File: src/verilog/bridge_cfg.svh
// Fixed frame constants and status byte bit positions, included by the RTL and the testbench
`ifndef BRIDGE_CFG_SVH
`define BRIDGE_CFG_SVH

// Word address of the first instruction fetched after reset
`define BRIDGE_RESET_PC 32'h0000_0000

// Number of the last frame phase (PH_DATA3), the edge after it closes the frame
`define BRIDGE_LAST_PHASE 4'd8

// Status byte shown on uo_out while the sequencer waits in PH_IDLE
`define BRIDGE_STAT_VALID 7
`define BRIDGE_STAT_WRITE 0

`endif

File: src/verilog/cpu_pkg.sv
// Processor types shared by the accumulator core, the top level and the testbench
package cpu_pkg;

  // Addresses, instructions and data are all one word wide
  typedef logic [31:0] cpu_word_t;

  // Opcode lives in instruction bits 31:28
  typedef enum logic [3:0] {
    NOP   = 4'd0,
    LOAD  = 4'd1,
    STORE = 4'd2,
    ADD   = 4'd3,
    SUB   = 4'd4,
    JUMP  = 4'd5,
    JZ    = 4'd6,
    HALT  = 4'd15
  } cpu_opcode_e;

  // One bus frame per state, HALTED is final
  typedef enum logic [1:0] {
    FETCH,
    EXEC,
    HALTED
  } cpu_state_e;

endpackage

File: src/verilog/pin_bus_pkg.sv
// Byte-serial pin protocol types used by the frame sequencer and the testbench
package pin_bus_pkg;

  // One pin group is eight bits wide
  typedef logic [7:0] pin_byte_t;

  // Phases of one frame, each lasts one cycle with run high
  typedef enum logic [3:0] {
    PH_IDLE  = 4'd0,  // Status byte, waiting for a request
    PH_ADDR0 = 4'd1,  // Address and write bytes, lowest first
    PH_ADDR1 = 4'd2,
    PH_ADDR2 = 4'd3,
    PH_ADDR3 = 4'd4,
    PH_DATA0 = 4'd5,  // Read bytes sampled on the closing edge
    PH_DATA1 = 4'd6,
    PH_DATA2 = 4'd7,
    PH_DATA3 = 4'd8
  } frame_phase_e;

endpackage
File: src/verilog/acc_cpu.sv
// Accumulator processor, fetches and executes one instruction every two bus frames
`include "bridge_cfg.svh"

module acc_cpu (
  input  logic               clk,
  input  logic               rst_n,
  output logic               bus_req,
  output logic               bus_write,
  output cpu_pkg::cpu_word_t bus_addr,
  output cpu_pkg::cpu_word_t bus_wdata,
  input  cpu_pkg::cpu_word_t bus_rdata,
  input  logic               bus_done
);

  import cpu_pkg::*;

  cpu_state_e  state;
  cpu_word_t   pc;
  cpu_word_t   ir;        // Latched instruction
  cpu_word_t   acc;
  cpu_opcode_e opcode;
  cpu_word_t   operand;   // Zero-extended word address
  logic        req_q;
  logic        take_jump;

  assign opcode  = cpu_opcode_e'(ir[31:28]);
  assign operand = {4'b0000, ir[27:0]};

  // JZ tests the accumulator before this instruction's update
  assign take_jump = (opcode == JUMP) || ((opcode == JZ) && (acc == '0));

  // Request fields come from registers, so they stay put for the whole frame
  assign bus_req   = req_q;
  assign bus_addr  = (state == FETCH) ? pc : operand;
  assign bus_write = (state == EXEC) && (opcode == STORE);
  assign bus_wdata = acc;

  always_ff @(posedge clk) begin
    if (!rst_n) begin
      state <= FETCH;
      pc    <= `BRIDGE_RESET_PC;
      acc   <= '0;
      req_q <= 1'b0;
    end else begin
      req_q <= (state != HALTED);  // Stays high across frames
      if (bus_done && req_q) begin
        case (state)
          FETCH: begin
            state <= EXEC;
          end
          EXEC: begin
            case (opcode)
              LOAD:    acc <= bus_rdata;
              ADD:     acc <= acc + bus_rdata;  // Wraps modulo 2^32
              SUB:     acc <= acc - bus_rdata;
              default: acc <= acc;              // Read data is dropped
            endcase
            if (take_jump) begin
              pc <= operand;
            end else begin
              pc <= pc + 32'd1;
            end
            if (opcode == HALT) begin
              state <= HALTED;
              req_q <= 1'b0;  // No further frames
            end else begin
              state <= FETCH;
            end
          end
          default: begin
            state <= HALTED;
          end
        endcase
      end
    end
  end

  // Instruction word is captured at the end of the fetch frame
  always_ff @(posedge clk) begin
    if (bus_done && req_q && (state == FETCH)) begin
      ir <= bus_rdata;
    end
  end

endmodule

File: src/verilog/byte_bus_sequencer.sv
// Frame sequencer, carries one 32-bit bus access over two 8-bit pin groups per frame
`include "bridge_cfg.svh"

module byte_bus_sequencer (
  input  logic                   clk,
  input  logic                   rst_n,
  input  logic                   run,
  input  logic                   bus_req,
  input  logic                   bus_write,
  input  cpu_pkg::cpu_word_t     bus_addr,
  input  cpu_pkg::cpu_word_t     bus_wdata,
  output cpu_pkg::cpu_word_t     bus_rdata,
  output logic                   bus_done,
  output pin_bus_pkg::pin_byte_t pin_out,
  output pin_bus_pkg::pin_byte_t pin_io_out,
  output pin_bus_pkg::pin_byte_t pin_io_oe,
  input  pin_bus_pkg::pin_byte_t pin_io_in
);

  import cpu_pkg::*;
  import pin_bus_pkg::*;

  frame_phase_e phase;
  frame_phase_e phase_next;
  pin_byte_t    out_q;
  pin_byte_t    io_out_q;
  pin_byte_t    io_oe_q;
  pin_byte_t    status;
  pin_byte_t    addr_byte;
  pin_byte_t    data_byte;
  cpu_word_t    rdata_q;
  logic         done_q;
  logic         addr_next;  // Next phase drives address bytes

  // Done cycle still carries the old request, so no start there
  always_comb begin
    phase_next = phase;
    if (phase == PH_IDLE) begin
      if (bus_req && !done_q) begin
        phase_next = PH_ADDR0;
      end
    end else if (phase == frame_phase_e'(`BRIDGE_LAST_PHASE)) begin
      phase_next = PH_IDLE;
    end else begin
      phase_next = frame_phase_e'(phase + 4'd1);
    end
  end

  assign addr_next = phase_next inside {PH_ADDR0, PH_ADDR1, PH_ADDR2, PH_ADDR3};

  // Byte for the phase being entered, lowest first
  always_comb begin
    addr_byte = '0;
    data_byte = '0;
    case (phase_next)
      PH_ADDR0: begin
        addr_byte = bus_addr[7:0];
        data_byte = bus_wdata[7:0];
      end
      PH_ADDR1: begin
        addr_byte = bus_addr[15:8];
        data_byte = bus_wdata[15:8];
      end
      PH_ADDR2: begin
        addr_byte = bus_addr[23:16];
        data_byte = bus_wdata[23:16];
      end
      PH_ADDR3: begin
        addr_byte = bus_addr[31:24];
        data_byte = bus_wdata[31:24];
      end
      default: begin
        addr_byte = '0;
        data_byte = '0;
      end
    endcase
  end

  always_comb begin
    status                     = '0;
    status[`BRIDGE_STAT_VALID] = bus_req && !done_q;
    status[`BRIDGE_STAT_WRITE] = bus_req && !done_q && bus_write;
  end

  always_ff @(posedge clk) begin
    if (!rst_n) begin
      phase    <= PH_IDLE;
      out_q    <= '0;
      io_out_q <= '0;
      io_oe_q  <= '0;
      done_q   <= 1'b0;
    end else begin
      done_q <= 1'b0;  // One-cycle pulse
      if (run) begin
        phase    <= phase_next;
        out_q    <= addr_byte;
        io_out_q <= bus_write ? data_byte : '0;
        io_oe_q  <= (bus_write && addr_next) ? '1 : '0;
        if (phase == frame_phase_e'(`BRIDGE_LAST_PHASE)) begin
          done_q <= 1'b1;
        end
      end
    end
  end

  // Shift in from the top, so byte 0 ends at the bottom after four phases
  always_ff @(posedge clk) begin
    if (run && (phase inside {PH_DATA0, PH_DATA1, PH_DATA2, PH_DATA3})) begin
      rdata_q <= {pin_io_in, rdata_q[31:8]};
    end
  end

  assign pin_out    = (phase == PH_IDLE) ? status : out_q;
  assign pin_io_out = io_out_q;
  assign pin_io_oe  = io_oe_q;
  assign bus_rdata  = rdata_q;
  assign bus_done   = done_q;

endmodule

File: src/verilog/cpu_pin_top.sv
// Top level with the tile pin set, joins the accumulator processor to the pin frame sequencer
module cpu_pin_top (
  input  logic [7:0] ui_in,    // Bit 0 is run, low stalls the frame
  output logic [7:0] uo_out,   // Status and address bytes
  input  logic [7:0] uio_in,   // Read data bytes
  output logic [7:0] uio_out,  // Write data bytes
  output logic [7:0] uio_oe,   // All ones while write data is driven
  input  logic       ena,
  input  logic       clk,
  input  logic       rst_n
);

  import cpu_pkg::*;

  logic      bus_req;
  logic      bus_write;
  logic      bus_done;
  cpu_word_t bus_addr;
  cpu_word_t bus_wdata;
  cpu_word_t bus_rdata;
  logic      unused_inputs;

  acc_cpu i_cpu (
    .clk       (clk),
    .rst_n     (rst_n),
    .bus_req   (bus_req),
    .bus_write (bus_write),
    .bus_addr  (bus_addr),
    .bus_wdata (bus_wdata),
    .bus_rdata (bus_rdata),
    .bus_done  (bus_done)
  );

  byte_bus_sequencer i_seq (
    .clk        (clk),
    .rst_n      (rst_n),
    .run        (ui_in[0]),
    .bus_req    (bus_req),
    .bus_write  (bus_write),
    .bus_addr   (bus_addr),
    .bus_wdata  (bus_wdata),
    .bus_rdata  (bus_rdata),
    .bus_done   (bus_done),
    .pin_out    (uo_out),
    .pin_io_out (uio_out),
    .pin_io_oe  (uio_oe),
    .pin_io_in  (uio_in)
  );

  // Tile inputs with no function in this design
  assign unused_inputs = &{ena, ui_in[7:1], 1'b0};

endmodule

File: config.mk
export PLATFORM = sky130hd
export DESIGN_NAME = cpu_pin_top
export DESIGN_NICKNAME = d
export VERILOG_FILES = /design/src/verilog/cpu_pkg.sv /design/src/verilog/pin_bus_pkg.sv /design/src/verilog/acc_cpu.sv /design/src/verilog/byte_bus_sequencer.sv /design/src/verilog/cpu_pin_top.sv
export VERILOG_INCLUDE_DIRS = /design/src /design/src/verilog
export SDC_FILE = /design/constraint.sdc
export NUM_CORES = 1
export LEC_CHECK = 0
export ABC_AREA = 0
export BUFFER_PORTS_ARGS = -buffer_cell sky130_fd_sc_hd__buf_4
export CAP_MARGIN = 20
export CORE_MARGIN = 8
export CORE_UTILIZATION = 55
export CTS_CLUSTER_SIZE = 25
export DETAILED_ROUTE_END_ITERATION = 10
export PLACE_DENSITY = 0.84
export SYNTH_ARGS = -nofsm -noshare
export SYNTH_HDL_FRONTEND = slang
export SYNTH_SLANG_ARGS = --single-unit
File: constraint.sdc
create_clock -name clk -period 10.2 [get_ports clk]
set_clock_uncertainty 0.05 [all_clocks]
set_input_delay 1.53 -clock clk [delete_from_list [all_inputs] [get_ports clk]]
set_output_delay 1.53 -clock clk [all_outputs]
set_load 0.005 [all_outputs]
# Word level (Yosys, flattened, before mapping)
# Index checks and enable logic that the tools add are counted.
# word_totals
input_bits	19
out_inout_bits	24
reg_bits	160
# classes
addsub	4
eq_ne	17
n_reduce_logical	19
n_mux	17
# op_table
op	n
$pmux W32 S3	1
$mux W32	2
$pmux W8 S4	2
$add A32 B1 Y32 const B	1
$add A32 B32 Y32	1
$logic_not A32 Y1	1
$sub A32 B32 Y32	1
$eq A4 B3 Y1 const B	7
$mux W8	3
$eq A4 B2 Y1 const B	4
$mux W4	3
$eq A4 B1 Y1 const B	2
$eq A4 B4 Y1 const B	2
$logic_and A1 B1 Y1	8
$reduce_bool A4 Y1	2
$add A4 B1 Y4 const B	1
$logic_not A4 Y1	1
$mux W1	4
$pmux W2 S2	1
$reduce_and A2 Y1	2
$reduce_and A3 Y1	1
$reduce_bool A3 Y1	1
$eq A2 B1 Y1 const B	1
$logic_not A2 Y1	1
other kinds (4)	4

# Longest topological paths before layout
# Gate-level depths: netlist of the first run.
# depth
ltp_word	8
mapped_depth	19
mapped_depth_nobuf	18

# Hierarchy
# A second synthesis of the first run with hierarchy kept.
# unflattened
hier_cells	1060
hier_area_um2	9650.5
# by_module_without_submodules
mod	seq_area_each_um2	cells_per_inst	n_inst	area_each_um2
acc_cpu	2302.2	825	1	6979.2
byte_bus_sequencer	1401.3	235	1	2671.3

# Least setup slack after synthesis of the first run
# No wires, ideal clock.
# synth_timing
kind	register to register
startpoint	reg i_seq.rdata_q[4], in the netlist i_seq.bus_rdata[4]
endpoint	reg i_cpu.acc[30], in the netlist i_cpu.bus_wdata[30]
arrival_time_ns	3.637
slack_ns	6.399
path_buffers	0
synth_period_minus_slack_ns	3.801
path_stages_with_launch	15
cell_sequence	edfxtp_1 -> nor4_1 -> and2_1 -> nand2_1 -> o31ai_1 -> xor2_1 -> ha_1 -> nand2_1 -> nor2_1 -> or4b_2 -> a211o_1 -> nand2_1 -> a21oi_1 -> xnor2_1 -> a2111oi_0
# synth_between
elab_chain_len	2
# synth_lines
element	line	text
from (decl)	byte_bus_sequencer.sv:31	cpu_word_t rdata_q;
from (signal assigned)	byte_bus_sequencer.sv:109	rdata_q <= {pin_io_in, rdata_q[31:8]};
$sub A32 B32 Y32 or $add A32 B32 Y32 (tied branches)	acc_cpu.sv:55, acc_cpu.sv:54	
$pmux W32 S3 *	acc_cpu.sv:52	case (opcode)
to (signal assigned)	acc_cpu.sv:53	LOAD: acc <= bus_rdata;
to (signal assigned)	acc_cpu.sv:54	ADD: acc <= acc + bus_rdata;
to (signal assigned)	acc_cpu.sv:55	SUB: acc <= acc - bus_rdata;
to (decl)	acc_cpu.sv:20	cpu_word_t acc;
# Every way passes the cells marked *; elsewhere a longest branch is shown, timed or not.
# A chain may end at the register's enable or synchronous reset.

# Final worst setup path of the first run
# layout_timing
startpoint	reg i_cpu.ir[28]
endpoint	reg i_cpu.acc[28], in the netlist i_cpu.bus_wdata[28]
# layout_between
elab_chain_len	3
# layout_lines
element	line	text
from (decl)	acc_cpu.sv:19	cpu_word_t ir;
from (signal assigned)	acc_cpu.sv:81	ir <= bus_rdata;
$eq A4 B1 Y1, or another cell as far along	acc_cpu.sv:52	
$reduce_bool A3 Y1 (no source line)	--	
$reduce_and A3 Y1 (no source line)	--	
# Parallel ways exist; a longest one is shown, timed or not.

==> reports/metrics.cfg, run 1 <==
[status]
status=finished clean

[drt]
wl_per_cell_um=19.80
drc_errors=0
postRouteAntennaNets=0
first_pass_iters=9
vias_per_cell=6.610
drt_iter0_drc=1196
totalWireLength_um=26120
dr_total_vias=8718

[global_route]
antenna_found_initial=0
grt_overflow_total=0
grt_first_pass_wirelength_um=41500
grt_pass1_vias=7959
grt_max_degree=47
grt.total_usage=0.2379

[critical_path]
cp_data_arrival_time_ps=4880
reg2reg_depth=13
reg2reg_slack_ps=5580
worstSetupPathType=flip-flop to flip-flop
r2r-end=i_cpu.bus_wdata[28]
crit_path_max_fanout=17
crit_chain=nor2_1 -> and2_1 -> a21oi_1 -> xnor2_1 -> ha_1 -> a21o_1 -> a221oi_1 -> o21ai_0 -> a21boi_0 -> o21ai_0 -> a221oi_1 -> xor2_1 -> o21ai_0
r2r-start=i_cpu.ir[28]
slowest_stage=a221oi_1
cp.required_ps=10460
cpLargestDelayFamily=compound AO/OA/AOI/OAI gates
max_stage_delay_ps=640
cp_num_buf_inv=0
start_kind=flip-flop
cp_common_cell=o21ai_0
end_kind=flip-flop

[placed_design]
io_buffers=34
routabilityCongestion=0.9552
preCtsSetupSlack_ps=5712
dp_hpwl_um=18400

[synth]
yosysWarnings=0
synth_top_area_frac=0.2062
ys_types=65
synth_area_leaders=edfxtp_1 21%, dfxtp_1 19%, a21oi_1 5.5%, nand2_1 5.4%, ha_1 5.1%
ys_async_sr_fraction=0
seq_area_frac_synth=0.3973
synth_cells=1089
synth-edff-count=64
ys_ff_latch=153
synth_nets=1147
synth.largest_area_cell=edfxtp_1
synth_area_per_cell_um2=8.560
synthesis.area_um2=9321
synth_flop_cell=dfxtp_1

[min_path]
hold_depth=2
holdCritPathClass=flip-flop to flip-flop
hp-start=i_seq.pin_io_out[6]
whs_endpoint=i_seq.pin_io_out[6]

[pwr]
p_per_area_nw_per_um2=131.2
p_int_mw=1.056
power_frac_seq=0.474
p_leak_nw=3.706
p_clk_frac=0.491
comb_power_share=0.035
ir_drop_mv=0.1509
p_sw_frac=0.2144
switchingPower_mw=0.2884

[cts]
clock_path_buffers=2
hold_buffers=0
h-tree-depth=4
cts.clk_slew.worst_paths_ps=60
post_cts_buffers=0
clk_latency_ps=430
cts_buffers=17
clock-sinks=153
cts-root-buf=clkbuf_16
cts_resized=0
tritoncts=built

[final_layout]
area_delta_synth_final_pct=9.973
layout_common_cells=135 x nand2_1, 102 x a21oi_1, 93 x nor2_1, 89 x dfxtp_1, 78 x o21ai_0
num_antenna_cells=0
nets=1144
mostFrequentLayoutCell=nand2_1
drive_gt1_frac=0.07916

[floorplan]
core_um2=16580
die_h_um=146.2
fp-row-count=47
floorplan.initialDensity=0.5621
dieWidth_um=146.2
ioPinCount=43
fp.dieArea_um2=21370

[timing]
timing.fmax_mhz=216.4
worst_pin_slew_ps=839.1
post-route-period-util=0.4531
finalMaxSlewViolations=0
setup_viol=0
post-route-min-period_ps=4621
grt_setup_unrepaired=no
hold_viol=0
maxSlewHeadroom=0.4385
setup_ws_ps=5579
final.setup.tns_ps=0

[job]
cap_violations=0

[kinds of logic (layout without fill, tap and decap cells)]
group | Yosys count | after routing | synth area share
fa+ha+maj | 39 | 39 | 0.05315
xor+xnor | 69 | 69 | 0.06483
flops | 153 | 153 | 0.3973
mux | 16 | 16 | 0.01731
simple gates | 387 | 387 | 0.1961
compound gates | 336 | 336 | 0.2298
buf+inv | 89 | 99 | 0.04148
[registers in the layout, indices dropped and copies added (netlist names)]
signal / cells
i_cpu.state: 2
i_seq.bus_done: 1
i_cpu.bus_req: 1
i_cpu.ir: 32
i_seq.out_q: 8
i_seq.bus_rdata: 32
i_seq.phase: 4
i_cpu.bus_wdata: 32
i_cpu.pc: 32
i_seq.pin_io_out: 8
i_seq.pin_io_oe: 1
[final cells by class]
| cell class | instances | area, um^2 |
|---|---|---|
| sequential | 153 | 3704 |
| tap | 220 | 275.3 |
| inverter | 22 | 82.58 |
| multi-input combinational | 847 | 5243 |
| clock inverter | 13 | 176.4 |
| fill | 1400 | 6332 |
| timing repair buffer | 45 | 337.8 |
| clock buffer | 19 | 432.9 |
[worst max-delay path by stage]
stage                            start                  end  slack (ps)  depth (start not counted)
floorplan           i_seq.bus_rdata[4]  i_cpu.bus_wdata[30]        6400                         14
global placement          i_cpu.ir[28]  i_cpu.bus_wdata[28]        5790                         13
detailed placement        i_cpu.ir[31]  i_cpu.bus_wdata[28]        5710                         13
CTS                       i_cpu.ir[28]  i_cpu.bus_wdata[28]        5680                         13
global route              i_cpu.ir[31]  i_cpu.bus_wdata[28]        5260                         13
finish                    i_cpu.ir[28]  i_cpu.bus_wdata[28]        5580                         13
[cells in the mapped netlist (5+ instances only)]
cell type / instances
a31oi_1: 13
o41ai_1: 5
edfxtp_1: 64
a21o_1: 10
a221oi_1: 16
a311oi_1: 8
nand2_1: 135
o21bai_1: 5
and2_1: 11
o31ai_1: 7
o22ai_1: 7
and3_1: 14
xor2_1: 31
nor4_1: 16
inv_1: 22
dfxtp_1: 89
a21oi_1: 103
nand2b_1: 7
ha_1: 38
o221ai_1: 5
nor2b_1: 17
a2111oi_0: 5
buf_4: 8
nor3_1: 22
or3_1: 9
nor2_1: 94
clkbuf_1: 52
a211oi_1: 24
o21ai_0: 78
xnor2_1: 38
a22o_1: 18
nand4_1: 17
o211ai_1: 6
a22oi_1: 5
nand3_1: 28
mux2i_1: 15
[through the flow]
stage | instance area [um^2] | hold slack (ps) | instances | power (mW) | utilization
after floorplan | 9321 | 391.2 | 1089 | 0.6809 | -
after global placement | 9642 | 390.4 | 1287 | 0.6946 | 0.5814
after detailed placement | 9642 | 397.9 | 1287 | 0.6963 | 0.5814
after CTS | 10250 | 421.0 | 1319 | 1.347 | 0.6182
after global routing | 10250 | 436.1 | 1319 | 1.378 | 0.6182
final | 10250 | 416.7 | 1319 | 1.345 | 0.6182
[worst min-delay path, cell delays in order (launching register included)]
cell and delay, ps:
dfxtp_1 330, nand2_1 50, o21ai_0 60
[power by group through the flow]
stage	logic, mW	clock network, mW	registers [mW]
after floorplan	0.0309	0	0.650
after global placement	0.0439	0	0.651
after detailed placement	0.0454	0	0.651
after CTS	0.0463	0.663	0.638
after global routing	0.0508	0.690	0.638
final	0.0472	0.660	0.638
[metal layers]
layer  part of all wire  up-vias  GRT usage
met5                  0        -          0
met4              0.030        0    0.09428
met3               0.11       89    0.05192
met2               0.46      558     0.3819
met1               0.40     4066     0.3064
li1                   -     4005          -
Power figures use the tool's default switching activity.
==> inputs of run 2 (changes only) <==
Settings changed: PLACE_DENSITY 0.84 to 0.86.
Clock period 10.2 ns to 4.1 ns, I/O delays scaled along.
==> reports/metrics.cfg, run 2 (synthesized netlist as in run 1, its figures left out) <==
[floorplan]
die_h_um=146.2  ; unchanged
fp.dieArea_um2=21370  ; unchanged
core_um2=16580  ; unchanged
floorplan.initialDensity=0.5621  ; unchanged
dieWidth_um=146.2  ; unchanged
fp-row-count=47  ; unchanged
ioPinCount=43  ; unchanged

[pwr]
total_power_mw=3.202  ; was 1.345 mW
ir_drop_mv=0.3237  ; was 0.1509 mV
switchingPower_mw=0.7668  ; was 0.2884 mW
comb_power_share=0.036  ; was 0.035
p_int_mw=2.436  ; was 1.056 mW
power_frac_seq=0.495  ; was 0.474
p_sw_frac=0.2394  ; was 0.2144
p_clk_frac=0.469  ; was 0.491
p_leak_nw=3.868  ; was 3.706 nW
p_per_area_nw_per_um2=303.5  ; was 131.2 nW/um^2

[final_layout]
nets=1176  ; was 1,144
drive_gt1_frac=0.1273  ; was 0.07916
design_area_um2=10550  ; was 10,250 um^2
area_delta_synth_final_pct=13.21  ; was 9.973%
mostFrequentLayoutCell=nand2_1  ; unchanged
num_antenna_cells=0  ; unchanged
layout_common_cells=135 x nand2_1, 100 x a21oi_1, 89 x dfxtp_1, 87 x nor2_1  ; was 135 x nand2_1, 102 x a21oi_1, 93 x nor2_1, 89 x dfxtp_1, 78 x o21ai_0
num-fill-cells=1296  ; was 1,400

[drt]
first_pass_iters=8  ; was 9
dr_wl_met3_um=3250  ; was 2785 um
drt_iter0_drc=1309  ; was 1,196
dr_total_vias=8828  ; was 8,718
totalWireLength_um=26420  ; was 26,120 um
drc_errors=0  ; unchanged
dr_wl_met2_um=11980  ; was 12,030 um
vias_per_cell=6.534  ; was 6.610
met1_length_um=10280  ; was 10,510 um
wl_per_cell_um=19.56  ; was 19.80 um
routed.top_layer=met4  ; unchanged
postRouteAntennaNets=0  ; unchanged

[critical_path]
crit_path_start=i_seq.bus_rdata[4]  ; was i_cpu.ir[28]
reg2reg_slack_ps=140  ; was 5580 ps
crit_path_max_fanout=5  ; was 17
r2r-start=i_seq.bus_rdata[4]  ; was i_cpu.ir[28]
cp_data_arrival_time_ps=4200  ; was 4880 ps
crit_end=i_cpu.bus_wdata[27]  ; was i_cpu.bus_wdata[28]
cp.required_ps=4340  ; was 10,460 ps
r2r-end=i_cpu.bus_wdata[27]  ; was i_cpu.bus_wdata[28]
worstSetupPathType=flip-flop to flip-flop  ; unchanged
reg2reg_depth=15  ; was 13
end_kind=flip-flop  ; unchanged
start_kind=flip-flop  ; unchanged

[cts]
h-tree-depth=4  ; unchanged
clock-sinks=153  ; unchanged
tritoncts=built  ; unchanged
cts.clk_slew.worst_paths_ps=60  ; about the same
cts-root-buf=clkbuf_16  ; unchanged
clock_path_buffers=2  ; unchanged
clk_latency_ps=440  ; was 430 ps
cts_buffers=17  ; unchanged

[placed_design]
dp_hpwl_um=18310  ; was 18,400 um
io_buffers=34  ; unchanged
dpl-instance-area_um2=9859  ; was 9642 um^2
routabilityCongestion=0.9464  ; was 0.9552
preCtsSetupSlack_ps=82.84  ; was 5712 ps

[timing]
grt_setup_unrepaired=yes  ; was no
worst_pin_slew_ps=1063  ; was 839.1 ps
setup_ws_ps=141.6  ; was 5579 ps
post-route-min-period_ps=3958  ; was 4621 ps
post-route-period-util=0.9655  ; was 0.4531
maxSlewHeadroom=0.2869  ; was 0.4385
finalMaxSlewViolations=0  ; unchanged
hold_viol=0  ; unchanged
timing.fmax_mhz=252.6  ; was 216.4 MHz
setup_viol=0  ; unchanged

[global_route]
antenna_found_initial=0  ; unchanged
grt_pass1_vias=8137  ; was 7,959
grt.total_usage=0.2391  ; was 0.2379
grt_max_degree=47  ; unchanged
grt_overflow_total=0  ; unchanged
grt_first_pass_wirelength_um=41600  ; was 41,500 um

[job]
cap_violations=0  ; unchanged

[min_path]
holdCritPathClass=primary input to flip-flop  ; was flip-flop to flip-flop

[status]
status=finished clean  ; unchanged

## run 2: changes by cell type in the layout (fill, tap and decap cells not counted), moves of 3 or more
| cell | change |
|---|---|
| buf_4 | +31 |
| bufinv_16 | -4 |
| clkinv_4 | +3 |
| clkinvlp_4 | -3 |
| ha_1 | -3 |
| ha_2 | +3 |
| inv_4 | +4 |
| inv_6 | +4 |
| nor2_1 | -6 |
| nor2_2 | +5 |
## run 2: through the flow
stage / TNS (ps) / utilization / hold WS (ps) / instances
6_report: 0 / 0.6363 / 304.9 / 1351
5_1_grt: -87.62 / 0.6363 / 290.3 / 1351
4_1_cts: 0 / 0.6282 / 299.6 / 1348
3_5_place_dp: 0 / 0.5945 / 399.5 / 1316
3_3_place_gp: 0 / 0.5945 / 390.2 / 1316
2_1_floorplan: 0 / - / 391.2 / 1089
## run 2: cell type report
| type | instances | area, um^2 | share of cell area |
|---|---|---|---|
| Timing Repair Buffer | 77 | 585.6 | 0.05549 |
| Sequential cell | 153 | 3704 | 0.3510 |
| Multi-Input combinational cell | 847 | 5348 | 0.5068 |
| Tap cell | 220 | 275.3 | 0.02608 |
| Clock inverter | 14 | 107.6 | 0.01020 |
| Inverter | 22 | 82.58 | 0.007825 |
| Clock buffer | 18 | 450.4 | 0.04268 |
## run 2: power groups by stage
stage / clock network (mW) / registers [mW] / logic, mW
floorplan: 0 / 1.62 / 0.0769
global placement: 0 / 1.62 / 0.111
detailed placement: 0 / 1.62 / 0.113
CTS: 1.50 / 1.59 / 0.113
global route: 1.56 / 1.59 / 0.126
finish: 1.50 / 1.59 / 0.116
## run 2: worst min-delay path by stage
stage | start | endpoint | cells past startpoint
floorplan | i_seq.out_q[5] | i_seq.out_q[5] | 1
global placement | i_seq.pin_io_out[5] | i_seq.pin_io_out[5] | 2
detailed placement | i_seq.pin_io_out[7] | i_seq.pin_io_out[7] | 2
CTS | uio_in[1] | i_seq.bus_rdata[25] | 1
global route | uio_in[7] | i_seq.bus_rdata[31] | 1
finish | uio_in[3] | i_seq.bus_rdata[27] | 1
## run 2: repair_timing
item                                    4_1_cts  5_1_grt
resized for setup                             0       28
hold buffers                                  0        0
endpoints found under the hold margin         0        0
endpoints found under the setup margin        0        8
setup buffers                                 0        2
## run 2: metal layers
layer	vias to the layer above	GRT usage
met1	4096	0.2984
met3	103	0.07077
met4	0	0.1180
met2	558	0.3708
met5	-	0
li1	4071	-
## run 2: critical path, stage by stage, from the launching register on
cell      delay (ps)
edfxtp_1         400
nor4_1           320
buf_4            190
and2_1           190
nand2_1          100
buf_4            170
o41ai_1          370
xor2_1           220
ha_1             320
a21oi_1          280
o21ai_0          200
a311o_1          390
o21bai_1         260
nand2_1          110
xnor2_1          150
a21oi_1           90
